==> src/hw/mips_pkg.sv <==
package mips_pkg;

    localparam int DATA_W     = 32;
    localparam int INST_W     = 32;
    localparam int REG_ADDR_W = 5;
    localparam int REG_COUNT  = 32;
    localparam int SHAMT_W    = 5;
    localparam int IMM_W      = 16;

    typedef logic [DATA_W-1:0]     word_t;
    typedef logic [INST_W-1:0]     inst_t;
    typedef logic [REG_ADDR_W-1:0] reg_addr_t;

    // primary opcode, inst[31:26]
    typedef enum logic [5:0] {
        OP_SPECIAL  = 6'b000000,
        OP_SPECIAL2 = 6'b011100,
        OP_ORI      = 6'b001101,
        OP_ANDI     = 6'b001100,
        OP_XORI     = 6'b001110,
        OP_LUI      = 6'b001111,
        OP_ADDI     = 6'b001000,
        OP_ADDIU    = 6'b001001,
        OP_SLTI     = 6'b001010,
        OP_SLTIU    = 6'b001011
    } opcode_e;

    // function field, inst[5:0]
    typedef enum logic [5:0] {
        FN_SLL  = 6'b000000,
        FN_SRL  = 6'b000010,
        FN_SRA  = 6'b000011,
        FN_SLLV = 6'b000100,
        FN_SRLV = 6'b000110,
        FN_SRAV = 6'b000111,
        FN_MOVZ = 6'b001010,
        FN_MOVN = 6'b001011,
        FN_ADD  = 6'b100000,
        FN_ADDU = 6'b100001,
        FN_SUB  = 6'b100010,
        FN_SUBU = 6'b100011,
        FN_AND  = 6'b100100,
        FN_OR   = 6'b100101,
        FN_XOR  = 6'b100110,
        FN_NOR  = 6'b100111,
        FN_SLT  = 6'b101010,
        FN_SLTU = 6'b101011
    } funct_e;

    // SPECIAL2 reuses the ADD/ADDU codes
    localparam funct_e FN_CLZ = funct_e'(6'b100000);
    localparam funct_e FN_CLO = funct_e'(6'b100001);

    typedef enum logic [3:0] {
        ALU_NOP, ALU_OR, ALU_AND, ALU_XOR, ALU_NOR,
        ALU_SLL, ALU_SRL, ALU_SRA,
        ALU_ADD, ALU_SUB, ALU_SLT, ALU_SLTU,
        ALU_CLZ, ALU_CLO, ALU_MOVE
    } alu_op_e;

endpackage

==> src/hw/mips_decode.sv <==
`timescale 1ns/1ps

module mips_decode
(
    input  logic                clk,
    input  logic                rst_n_i,
    input  logic                inst_valid_i,
    input  mips_pkg::inst_t     inst_i,
    input  mips_pkg::word_t     rs_data_i,
    input  mips_pkg::word_t     rt_data_i,
    input  logic                ex_fwd_wen_i,
    input  mips_pkg::reg_addr_t ex_fwd_addr_i,
    input  mips_pkg::word_t     ex_fwd_data_i,
    input  logic                res_fwd_wen_i,
    input  mips_pkg::reg_addr_t res_fwd_addr_i,
    input  mips_pkg::word_t     res_fwd_data_i,
    output mips_pkg::reg_addr_t rs_addr_o,
    output mips_pkg::reg_addr_t rt_addr_o,
    output logic                id_valid_o,
    output mips_pkg::alu_op_e   id_op_o,
    output mips_pkg::word_t     id_opnd1_o,
    output mips_pkg::word_t     id_opnd2_o,
    output mips_pkg::reg_addr_t id_dest_o,
    output logic                id_wen_o,
    output logic                id_illegal_o
);
    import mips_pkg::*;

    opcode_e            opcode_f;
    funct_e             funct_f;
    reg_addr_t          rs_f;
    reg_addr_t          rt_f;
    reg_addr_t          rd_f;
    logic [SHAMT_W-1:0] shamt_f;
    logic [IMM_W-1:0]   imm_f;

    alu_op_e   op_c;
    reg_addr_t dest_c;
    word_t     imm_c;
    logic      rd1_c;
    logic      rd2_c;
    logic      wen_c;
    logic      legal_c;
    logic      movn_c;
    logic      movz_c;
    word_t     opnd1_c;
    word_t     opnd2_c;
    logic      write_c;

    // execute stage first, then result stage, then regfile
    function automatic word_t pick_operand(
        input logic      rd,
        input reg_addr_t addr,
        input word_t     rf_data,
        input word_t     alt,
        input logic      ex_wen,
        input reg_addr_t ex_addr,
        input word_t     ex_data,
        input logic      res_wen,
        input reg_addr_t res_addr,
        input word_t     res_data
    );
        if (!rd)
            return alt;
        else if (ex_wen && ex_addr == addr)
            return ex_data;
        else if (res_wen && res_addr == addr)
            return res_data;
        else
            return rf_data;
    endfunction

    assign opcode_f = opcode_e'(inst_i[31:26]);
    assign rs_f     = inst_i[25:21];
    assign rt_f     = inst_i[20:16];
    assign rd_f     = inst_i[15:11];
    assign shamt_f  = inst_i[10:6];
    assign funct_f  = funct_e'(inst_i[5:0]);
    assign imm_f    = inst_i[IMM_W-1:0];

    assign rs_addr_o = rs_f;
    assign rt_addr_o = rt_f;

    always_comb
    begin
        op_c    = ALU_NOP;
        dest_c  = rt_f;
        imm_c   = {{(DATA_W-IMM_W){imm_f[IMM_W-1]}}, imm_f}; // sign extended by default
        rd1_c   = 1'b1;
        rd2_c   = 1'b0;
        wen_c   = 1'b1;
        legal_c = 1'b1;
        movn_c  = 1'b0;
        movz_c  = 1'b0;
        case (opcode_f)
            OP_SPECIAL:
            begin
                dest_c  = rd_f;
                rd2_c   = 1'b1;
                legal_c = (shamt_f == '0);
                case (funct_f)
                    FN_OR:   op_c = ALU_OR;
                    FN_AND:  op_c = ALU_AND;
                    FN_XOR:  op_c = ALU_XOR;
                    FN_NOR:  op_c = ALU_NOR;
                    FN_SLLV: op_c = ALU_SLL;
                    FN_SRLV: op_c = ALU_SRL;
                    FN_SRAV: op_c = ALU_SRA;
                    FN_ADD, FN_ADDU: op_c = ALU_ADD; // no overflow trap
                    FN_SUB, FN_SUBU: op_c = ALU_SUB;
                    FN_SLT:  op_c = ALU_SLT;
                    FN_SLTU: op_c = ALU_SLTU;
                    FN_SLL, FN_SRL, FN_SRA:
                    begin
                        op_c    = (funct_f == FN_SLL) ? ALU_SLL :
                                  (funct_f == FN_SRL) ? ALU_SRL : ALU_SRA;
                        rd1_c   = 1'b0;
                        imm_c   = {{(DATA_W-SHAMT_W){1'b0}}, shamt_f};
                        legal_c = (rs_f == '0);
                    end
                    FN_MOVN, FN_MOVZ:
                    begin
                        op_c   = ALU_MOVE;
                        wen_c  = 1'b0; // decided by rt below
                        movn_c = (funct_f == FN_MOVN);
                        movz_c = (funct_f == FN_MOVZ);
                    end
                    default: legal_c = 1'b0;
                endcase
            end
            OP_SPECIAL2:
            begin
                dest_c = rd_f;
                case (funct_f)
                    FN_CLZ:  op_c = ALU_CLZ;
                    FN_CLO:  op_c = ALU_CLO;
                    default: legal_c = 1'b0;
                endcase
            end
            OP_ORI:   op_c = ALU_OR;
            OP_ANDI:  op_c = ALU_AND;
            OP_XORI:  op_c = ALU_XOR;
            OP_ADDI, OP_ADDIU: op_c = ALU_ADD;
            OP_SLTI:  op_c = ALU_SLT;
            OP_SLTIU: op_c = ALU_SLTU; // compares against the sign extended imm
            OP_LUI:
            begin
                op_c  = ALU_OR; // imm | imm
                rd1_c = 1'b0;
                imm_c = {imm_f, {(DATA_W-IMM_W){1'b0}}};
            end
            default: legal_c = 1'b0;
        endcase
        if (opcode_f == OP_ORI || opcode_f == OP_ANDI || opcode_f == OP_XORI)
            imm_c = {{(DATA_W-IMM_W){1'b0}}, imm_f};
        if (!legal_c)
        begin
            op_c   = ALU_NOP;
            wen_c  = 1'b0;
            movn_c = 1'b0;
            movz_c = 1'b0;
        end
    end

    assign opnd1_c = pick_operand(rd1_c, rs_f, rs_data_i, imm_c,
                                  ex_fwd_wen_i, ex_fwd_addr_i, ex_fwd_data_i,
                                  res_fwd_wen_i, res_fwd_addr_i, res_fwd_data_i);
    assign opnd2_c = pick_operand(rd2_c, rt_f, rt_data_i, imm_c,
                                  ex_fwd_wen_i, ex_fwd_addr_i, ex_fwd_data_i,
                                  res_fwd_wen_i, res_fwd_addr_i, res_fwd_data_i);

    assign write_c = (wen_c || (movn_c && opnd2_c != '0) || (movz_c && opnd2_c == '0))
                     && (dest_c != '0); // r0 never written

    always_ff @(posedge clk)
    begin
        if (!rst_n_i)
        begin
            id_valid_o   <= 1'b0;
            id_wen_o     <= 1'b0;
            id_illegal_o <= 1'b0;
        end
        else
        begin
            id_valid_o   <= inst_valid_i;
            id_wen_o     <= inst_valid_i && write_c;
            id_illegal_o <= inst_valid_i && !legal_c;
        end
    end

    always_ff @(posedge clk)
    begin
        id_op_o    <= op_c;
        id_opnd1_o <= opnd1_c;
        id_opnd2_o <= opnd2_c;
        id_dest_o  <= dest_c;
    end

    a_illegal_no_write: assert property (@(posedge clk) disable iff (!rst_n_i)
        id_illegal_o |-> !id_wen_o);

endmodule

==> src/hw/mips_execute.sv <==
`timescale 1ns/1ps

module mips_execute
(
    input  logic                clk,
    input  logic                rst_n_i,
    input  logic                id_valid_i,
    input  mips_pkg::alu_op_e   id_op_i,
    input  mips_pkg::word_t     id_opnd1_i,
    input  mips_pkg::word_t     id_opnd2_i,
    input  mips_pkg::reg_addr_t id_dest_i,
    input  logic                id_wen_i,
    input  logic                id_illegal_i,
    output logic                fwd_wen_o,
    output mips_pkg::reg_addr_t fwd_addr_o,
    output mips_pkg::word_t     fwd_data_o,
    output logic                ex_valid_o,
    output logic                ex_wen_o,
    output mips_pkg::reg_addr_t ex_dest_o,
    output mips_pkg::word_t     ex_result_o,
    output logic                ex_illegal_o
);
    import mips_pkg::*;

    logic [SHAMT_W-1:0] sh_amt;
    word_t              alu_res;

    // leading zeros from the msb, 0 to 32
    function automatic word_t lead_zeros(input word_t val);
        word_t cnt;
        logic  done;
        cnt  = '0;
        done = 1'b0;
        for (int i = DATA_W - 1; i >= 0; i--)
        begin
            if (!done && !val[i])
                cnt = cnt + 1'b1;
            else
                done = 1'b1;
        end
        return cnt;
    endfunction

    assign sh_amt = id_opnd1_i[SHAMT_W-1:0]; // low 5 bits only

    always_comb
    begin
        case (id_op_i)
            ALU_OR:   alu_res = id_opnd1_i | id_opnd2_i;
            ALU_AND:  alu_res = id_opnd1_i & id_opnd2_i;
            ALU_XOR:  alu_res = id_opnd1_i ^ id_opnd2_i;
            ALU_NOR:  alu_res = ~(id_opnd1_i | id_opnd2_i);
            ALU_SLL:  alu_res = id_opnd2_i << sh_amt;
            ALU_SRL:  alu_res = id_opnd2_i >> sh_amt;
            ALU_SRA:  alu_res = word_t'($signed(id_opnd2_i) >>> sh_amt);
            ALU_ADD:  alu_res = id_opnd1_i + id_opnd2_i; // wraps
            ALU_SUB:  alu_res = id_opnd1_i - id_opnd2_i;
            ALU_SLT:  alu_res = word_t'($signed(id_opnd1_i) < $signed(id_opnd2_i));
            ALU_SLTU: alu_res = word_t'(id_opnd1_i < id_opnd2_i);
            ALU_CLZ:  alu_res = lead_zeros(id_opnd1_i);
            ALU_CLO:  alu_res = lead_zeros(~id_opnd1_i);
            ALU_MOVE: alu_res = id_opnd1_i;
            default:  alu_res = '0;
        endcase
    end

    // wen already gated by valid and r0 upstream
    assign fwd_wen_o  = id_wen_i;
    assign fwd_addr_o = id_dest_i;
    assign fwd_data_o = alu_res;

    always_ff @(posedge clk)
    begin
        if (!rst_n_i)
        begin
            ex_valid_o   <= 1'b0;
            ex_wen_o     <= 1'b0;
            ex_illegal_o <= 1'b0;
        end
        else
        begin
            ex_valid_o   <= id_valid_i;
            ex_wen_o     <= id_wen_i;
            ex_illegal_o <= id_illegal_i;
        end
    end

    always_ff @(posedge clk)
    begin
        ex_dest_o   <= id_dest_i;
        ex_result_o <= alu_res;
    end

    a_wen_valid: assert property (@(posedge clk) disable iff (!rst_n_i)
        ex_wen_o |-> ex_valid_o);

endmodule

==> src/hw/mips_result.sv <==
`timescale 1ns/1ps

module mips_result
(
    input  logic                clk,
    input  logic                rst_n_i,
    input  logic                ex_valid_i,
    input  logic                ex_wen_i,
    input  mips_pkg::reg_addr_t ex_dest_i,
    input  mips_pkg::word_t     ex_result_i,
    input  logic                ex_illegal_i,
    input  mips_pkg::reg_addr_t rs_addr_i,
    input  mips_pkg::reg_addr_t rt_addr_i,
    output mips_pkg::word_t     rs_data_o,
    output mips_pkg::word_t     rt_data_o,
    output logic                res_valid_o,
    output logic                res_wen_o,
    output mips_pkg::reg_addr_t res_addr_o,
    output mips_pkg::word_t     res_data_o,
    output logic                res_illegal_o
);
    import mips_pkg::*;

    word_t regs [REG_COUNT];

    always_ff @(posedge clk)
    begin
        if (!rst_n_i)
        begin
            for (int i = 0; i < REG_COUNT; i++)
                regs[i] <= '0;
        end
        else if (ex_wen_i && ex_dest_i != '0) // r0 stays zero
            regs[ex_dest_i] <= ex_result_i;
    end

    assign rs_data_o = regs[rs_addr_i];
    assign rt_data_o = regs[rt_addr_i];

    always_ff @(posedge clk)
    begin
        if (!rst_n_i)
        begin
            res_valid_o   <= 1'b0;
            res_wen_o     <= 1'b0;
            res_illegal_o <= 1'b0;
        end
        else
        begin
            res_valid_o   <= ex_valid_i;
            res_wen_o     <= ex_wen_i;
            res_illegal_o <= ex_illegal_i;
        end
    end

    always_ff @(posedge clk)
    begin
        res_addr_o <= ex_dest_i;
        res_data_o <= ex_result_i;
    end

    a_res_wen_valid: assert property (@(posedge clk) disable iff (!rst_n_i)
        res_wen_o |-> res_valid_o);
    a_r0_zero: assert property (@(posedge clk) disable iff (!rst_n_i)
        (rs_addr_i == '0) |-> (rs_data_o == '0));

endmodule

==> src/hw/mips_core.sv <==
`timescale 1ns/1ps

module mips_core
(
    input  logic                clk,
    input  logic                rst_n_i,
    input  logic                inst_valid_i,
    input  mips_pkg::inst_t     inst_i,
    output logic                res_valid_o,
    output logic                res_wen_o,
    output mips_pkg::reg_addr_t res_addr_o,
    output mips_pkg::word_t     res_data_o,
    output logic                res_illegal_o
);
    import mips_pkg::*;

    reg_addr_t rs_addr;
    reg_addr_t rt_addr;
    word_t     rs_data;
    word_t     rt_data;

    logic      id_valid;
    alu_op_e   id_op;
    word_t     id_opnd1;
    word_t     id_opnd2;
    reg_addr_t id_dest;
    logic      id_wen;
    logic      id_illegal;

    logic      fwd_wen;
    reg_addr_t fwd_addr;
    word_t     fwd_data;

    logic      ex_valid;
    logic      ex_wen;
    reg_addr_t ex_dest;
    word_t     ex_result;
    logic      ex_illegal;

    mips_decode u_decode (
        .clk            (clk),
        .rst_n_i        (rst_n_i),
        .inst_valid_i   (inst_valid_i),
        .inst_i         (inst_i),
        .rs_data_i      (rs_data),
        .rt_data_i      (rt_data),
        .ex_fwd_wen_i   (fwd_wen),   // instruction now in execute
        .ex_fwd_addr_i  (fwd_addr),
        .ex_fwd_data_i  (fwd_data),
        .res_fwd_wen_i  (ex_wen),    // instruction being written back
        .res_fwd_addr_i (ex_dest),
        .res_fwd_data_i (ex_result),
        .rs_addr_o      (rs_addr),
        .rt_addr_o      (rt_addr),
        .id_valid_o     (id_valid),
        .id_op_o        (id_op),
        .id_opnd1_o     (id_opnd1),
        .id_opnd2_o     (id_opnd2),
        .id_dest_o      (id_dest),
        .id_wen_o       (id_wen),
        .id_illegal_o   (id_illegal)
    );

    mips_execute u_execute (
        .clk          (clk),
        .rst_n_i      (rst_n_i),
        .id_valid_i   (id_valid),
        .id_op_i      (id_op),
        .id_opnd1_i   (id_opnd1),
        .id_opnd2_i   (id_opnd2),
        .id_dest_i    (id_dest),
        .id_wen_i     (id_wen),
        .id_illegal_i (id_illegal),
        .fwd_wen_o    (fwd_wen),
        .fwd_addr_o   (fwd_addr),
        .fwd_data_o   (fwd_data),
        .ex_valid_o   (ex_valid),
        .ex_wen_o     (ex_wen),
        .ex_dest_o    (ex_dest),
        .ex_result_o  (ex_result),
        .ex_illegal_o (ex_illegal)
    );

    mips_result u_result (
        .clk           (clk),
        .rst_n_i       (rst_n_i),
        .ex_valid_i    (ex_valid),
        .ex_wen_i      (ex_wen),
        .ex_dest_i     (ex_dest),
        .ex_result_i   (ex_result),
        .ex_illegal_i  (ex_illegal),
        .rs_addr_i     (rs_addr),
        .rt_addr_i     (rt_addr),
        .rs_data_o     (rs_data),
        .rt_data_o     (rt_data),
        .res_valid_o   (res_valid_o),
        .res_wen_o     (res_wen_o),
        .res_addr_o    (res_addr_o),
        .res_data_o    (res_data_o),
        .res_illegal_o (res_illegal_o)
    );

endmodule

==> config.mk <==
export PLATFORM = sky130hd
export DESIGN_NAME = mips_core
export DESIGN_NICKNAME = d
export VERILOG_FILES = /design/src/hw/mips_pkg.sv /design/src/hw/mips_decode.sv /design/src/hw/mips_execute.sv /design/src/hw/mips_result.sv /design/src/hw/mips_core.sv
export SDC_FILE = /design/constraint.sdc
export NUM_CORES = 2
export LEC_CHECK = 0
export BUFFER_PORTS_ARGS = -buffer_cell sky130_fd_sc_hd__buf_4
export CAP_MARGIN = 20
export CORE_MARGIN = 2
export CORE_UTILIZATION = 46
export DETAILED_ROUTE_END_ITERATION = 7
export HOLD_SLACK_MARGIN = 0.06
export PLACE_DENSITY = 0.58
export RECOVER_POWER = 50
export SKIP_CTS_REPAIR_TIMING = 1
export SYNTH_ARGS = -nofsm -noshare
export SYNTH_HDL_FRONTEND = slang
export SYNTH_SLANG_ARGS = --single-unit
==> constraint.sdc <==
create_clock -name clk -period 23.3 [get_ports clk]
set_clock_uncertainty 0.1 [all_clocks]
set_input_delay 2.33 -clock clk [delete_from_list [all_inputs] [get_ports clk]]
set_output_delay 2.33 -clock clk [all_outputs]
set_load 0.02 [all_outputs]
==> results.md <==
* Status: finished with violations
* Violated checks: capacitance limit, slew limit
* Top cell type's share of synthesized area at between 30% and 40%
* Clk pin slew, worst setup/hold paths at roughly 0.060 ns
* Slowest CP cell: or4_1
* Multi-input gate area at slightly above 40000 um2
* Sequential element share of the synthesized area at between 40% and 50%
* Req. time, crit path at about 24 ns
* Clock power frac at 34.9%
* Fin. max-slew vios at 2115
* First-pass GRT wire length at between 400000 and 500000 um
* CP Capture Type: flip-flop
* Worst hold slack at 0.2966 ns
* Post-synth top area cell: edfxtp_1
* Total Power at approximately 6 mW
* Clock sink count at roughly 1200
* WL final at a little over 300000 um
* Die Area at 170700 um2
* DR vias at between 50000 and 60000
* CTS H-Tree Depth at 4
* Sequential share of power at a little over 40%
* Number of buffers added on ports at between 70 and 80
* Slew at the pin closest to its max-slew limit at a little over 4 ns
* Ys flop type: edfxtp_1
* Most frequent cells in the layout: edfxtp_1 (1024), mux4_2 (637), and2_1 (626)
* Place WS at ~0.23 ns
* Antenna violations before repair at 22
* Vias in the first global route at ~57000
* Number of synthesized flops with an enable pin at slightly above 1000
* Switching share of total power at 32.20%
* Initial Util at 46.21%
* Rows at 150
* Largest cells by area after synthesis: edfxtp_1 (40%), mux4_2 (19%), and2_1 (8.4%)
* Wire per inst at 34.80 um
* Final net count at roughly 6600
* Leading cell type in the layout, fill and taps excluded: edfxtp_1
* Power Internal at approximately 4 mW
* Syn Area/Cell at roughly 12 um2
* Max-cap violations at between 60 and 70
* Largest net degree at the start of global routing at between 90 and 100
* Worst setup margin at about 1.2 ns
* Dpl cell area at 80510 um2
* Cell area after layout at between 80000 and 90000 um2
* DRT iter0 DRCs at roughly 8400
* Lkg Pwr at between 30 and 40 nW
* Worst EP arrival at 22.69 ns
* Die width at 413.2 um
* Synthesized area at ~77000 um2
* Synthesis-to-layout area growth at 9.761%
* Num ports at 75
* Min cycle time layout at about 22 ns
* Drt pass-1 iters at 7
* Die height at ~410 um
* Post-Syn Instances at 6486
* Setup TNS at 0 ns
* FF/Latch Area at around 34000 um2
* Clk Latency, worst-skew pair at about 0.8 ns
* Share of cells above drive strength 1 at a little under a fifth
* Post-route DRC at 0
* Asr flop ratio synth at 0%
* Clock root buffer: clkbuf_16
* Relative slew slack at -175.0%
* Final setup fails at 0
* Yosys warning count at 0
* TritonCTS Buffers at 138
* Overall routing resource usage at between 30% and 40%
* Total gr overflow at 0
* CTS tree: done
* Flops & latches, synth at ~1200
* DPL Wire Length at roughly 190000 um
* Final period util at 94.92%
* Net Sw Power at 1.934 mW
* Max Fclk at between 40 and 50 MHz
* Power density over the cells at about 71 nW/um2
* Critical path class: reg -> reg
* Fill cells at approximately 15000
* Slowest stage delay, CP at between 0.4 and 0.5 ns
* Final hold violation count at 0
* Synth unique cells at 124
* Gate power share at 23.8%
* Worst Setup Start Kind: flip-flop
* Final RePlAce weighted congestion at ~1
* Final ANT Viol Nets at 0
* Tightest Hold Check Type: reg -> reg
* Most frequent CP cell: ha_1
* CTS Buffer Depth at 3
* Max VDD drop at between 0.00005 and 0.00006 V
* DR vias/cell at around 6.7
* Area of the core at approximately 170000 um2
* Critical Path Fanout Max at 9
==> synth_stat cells, types with 18 or more instances <==
cell / instances
mux4_2: 637
a21oi_1: 264
and3_1: 40
or4_1: 19
nor2_1: 418
xnor2_1: 104
mux2_2: 35
ha_1: 154
o31ai_1: 19
and2_1: 1035
or3_1: 30
or2_2: 18
a21o_1: 32
nor4_1: 38
nor3_1: 72
o211ai_1: 44
nand4_1: 33
dfxtp_1: 156
o22ai_1: 25
inv_1: 141
o21ai_0: 289
buf_1: 103
a221oi_1: 24
o21ai_1: 20
edfxtp_1: 1024
o21bai_1: 24
nor2b_1: 26
a31oi_1: 31
mux2i_1: 156
a22oi_1: 27
a222oi_1: 27
nand2_1: 372
clkbuf_1: 427
xor2_1: 70
nand3_1: 98
buf_2: 21
a211oi_1: 77
nand2b_1: 37
==> state kept, by name, indices dropped and copies added (netlist names), 4 cells and up <==
| name | count |
|---|---|
| u_execute.ex_dest_o | 5 |
| u_decode.id_op_o | 4 |
| u_decode.id_opnd2_o | 32 |
| u_execute.ex_result_o | 32 |
| u_decode.id_dest_o | 5 |
| u_result.res_data_o | 32 |
| u_decode.id_opnd1_o | 32 |
| u_result.regs | 1024 |
| u_result.res_addr_o | 5 |
==> logic make-up after synthesis <==
| group | Yosys count | synth area share [%] |
|---|---|---|
| simple gates | 2306 | 16.20 |
| flops | 1180 | 43.98 |
| compound gates | 1088 | 9.298 |
| mux | 830 | 21.22 |
| buf+inv | 700 | 3.480 |
| xor+xnor | 219 | 3.186 |
| fa+ha+maj | 162 | 2.632 |
| other cells | 1 | 0.004869 |
==> final cells by class <==
cell class,instances,share of cell area (%)
repair buffers,293,2.274
inverters,143,0.6350
clock buffers,193,4.503
flip-flops and latches,1180,40.09
multi-input cells,4637,48.66
well taps,2204,3.262
diodes,7,0.02072
clock inverters,58,0.5492
==> per-stage QoR <==
stage | utilization (%) | std cells
after floorplan | - | 6517
after global placement | 48.30 | 8434
after detailed placement | 48.31 | 8435
after CTS | 50.87 | 8686
after global routing | 50.71 | 8710
final | 50.72 | 8715
==> metal layers <==
layer	part of all wire, %	routed length (um)	global-route usage [%]	vias to the layer above
li1	-	-	-	24320
met1	36	109700	44.35	29550
met2	47	143600	57.64	3356
met3	9.8	29690	6.485	833
met4	6.7	20330	19.64	8
met5	0.017	51	0	-
==> power by group through the flow <==
stage	registers, mW	logic [mW]	clock network (mW)
after floorplan	2.49	0.896	0
after global placement	2.52	1.36	0
after detailed placement	2.52	1.36	0
after CTS	2.48	1.37	2.11
after global routing	2.49	1.51	2.19
final	2.48	1.43	2.10
==> critical path: cells and delay by family (launching register included) <==
family / cells / cell delay (ns)
mux: 16 / 3.07
simple gates: 30 / 4.14
buf+inv: 5 / 0.48
fa+ha+maj: 29 / 8.94
compound gates: 34 / 4.87
flops: 1 / 0.38
==> path summary, 6_finish.rpt <==
path / start / slack (ns) / to / depth (start not counted)
max reg2reg: u_decode.id_opnd1_o[29] / 1.18 / u_decode.id_wen_o / 114
min reg2reg: u_decode.id_dest_o[4] / 0.30 / u_execute.ex_dest_o[4] / 0
min: u_decode.id_dest_o[4] / 0.30 / u_execute.ex_dest_o[4] / 0
max: u_decode.id_opnd1_o[29] / 1.18 / u_decode.id_wen_o / 114
(Power assumes the default switching activity.)
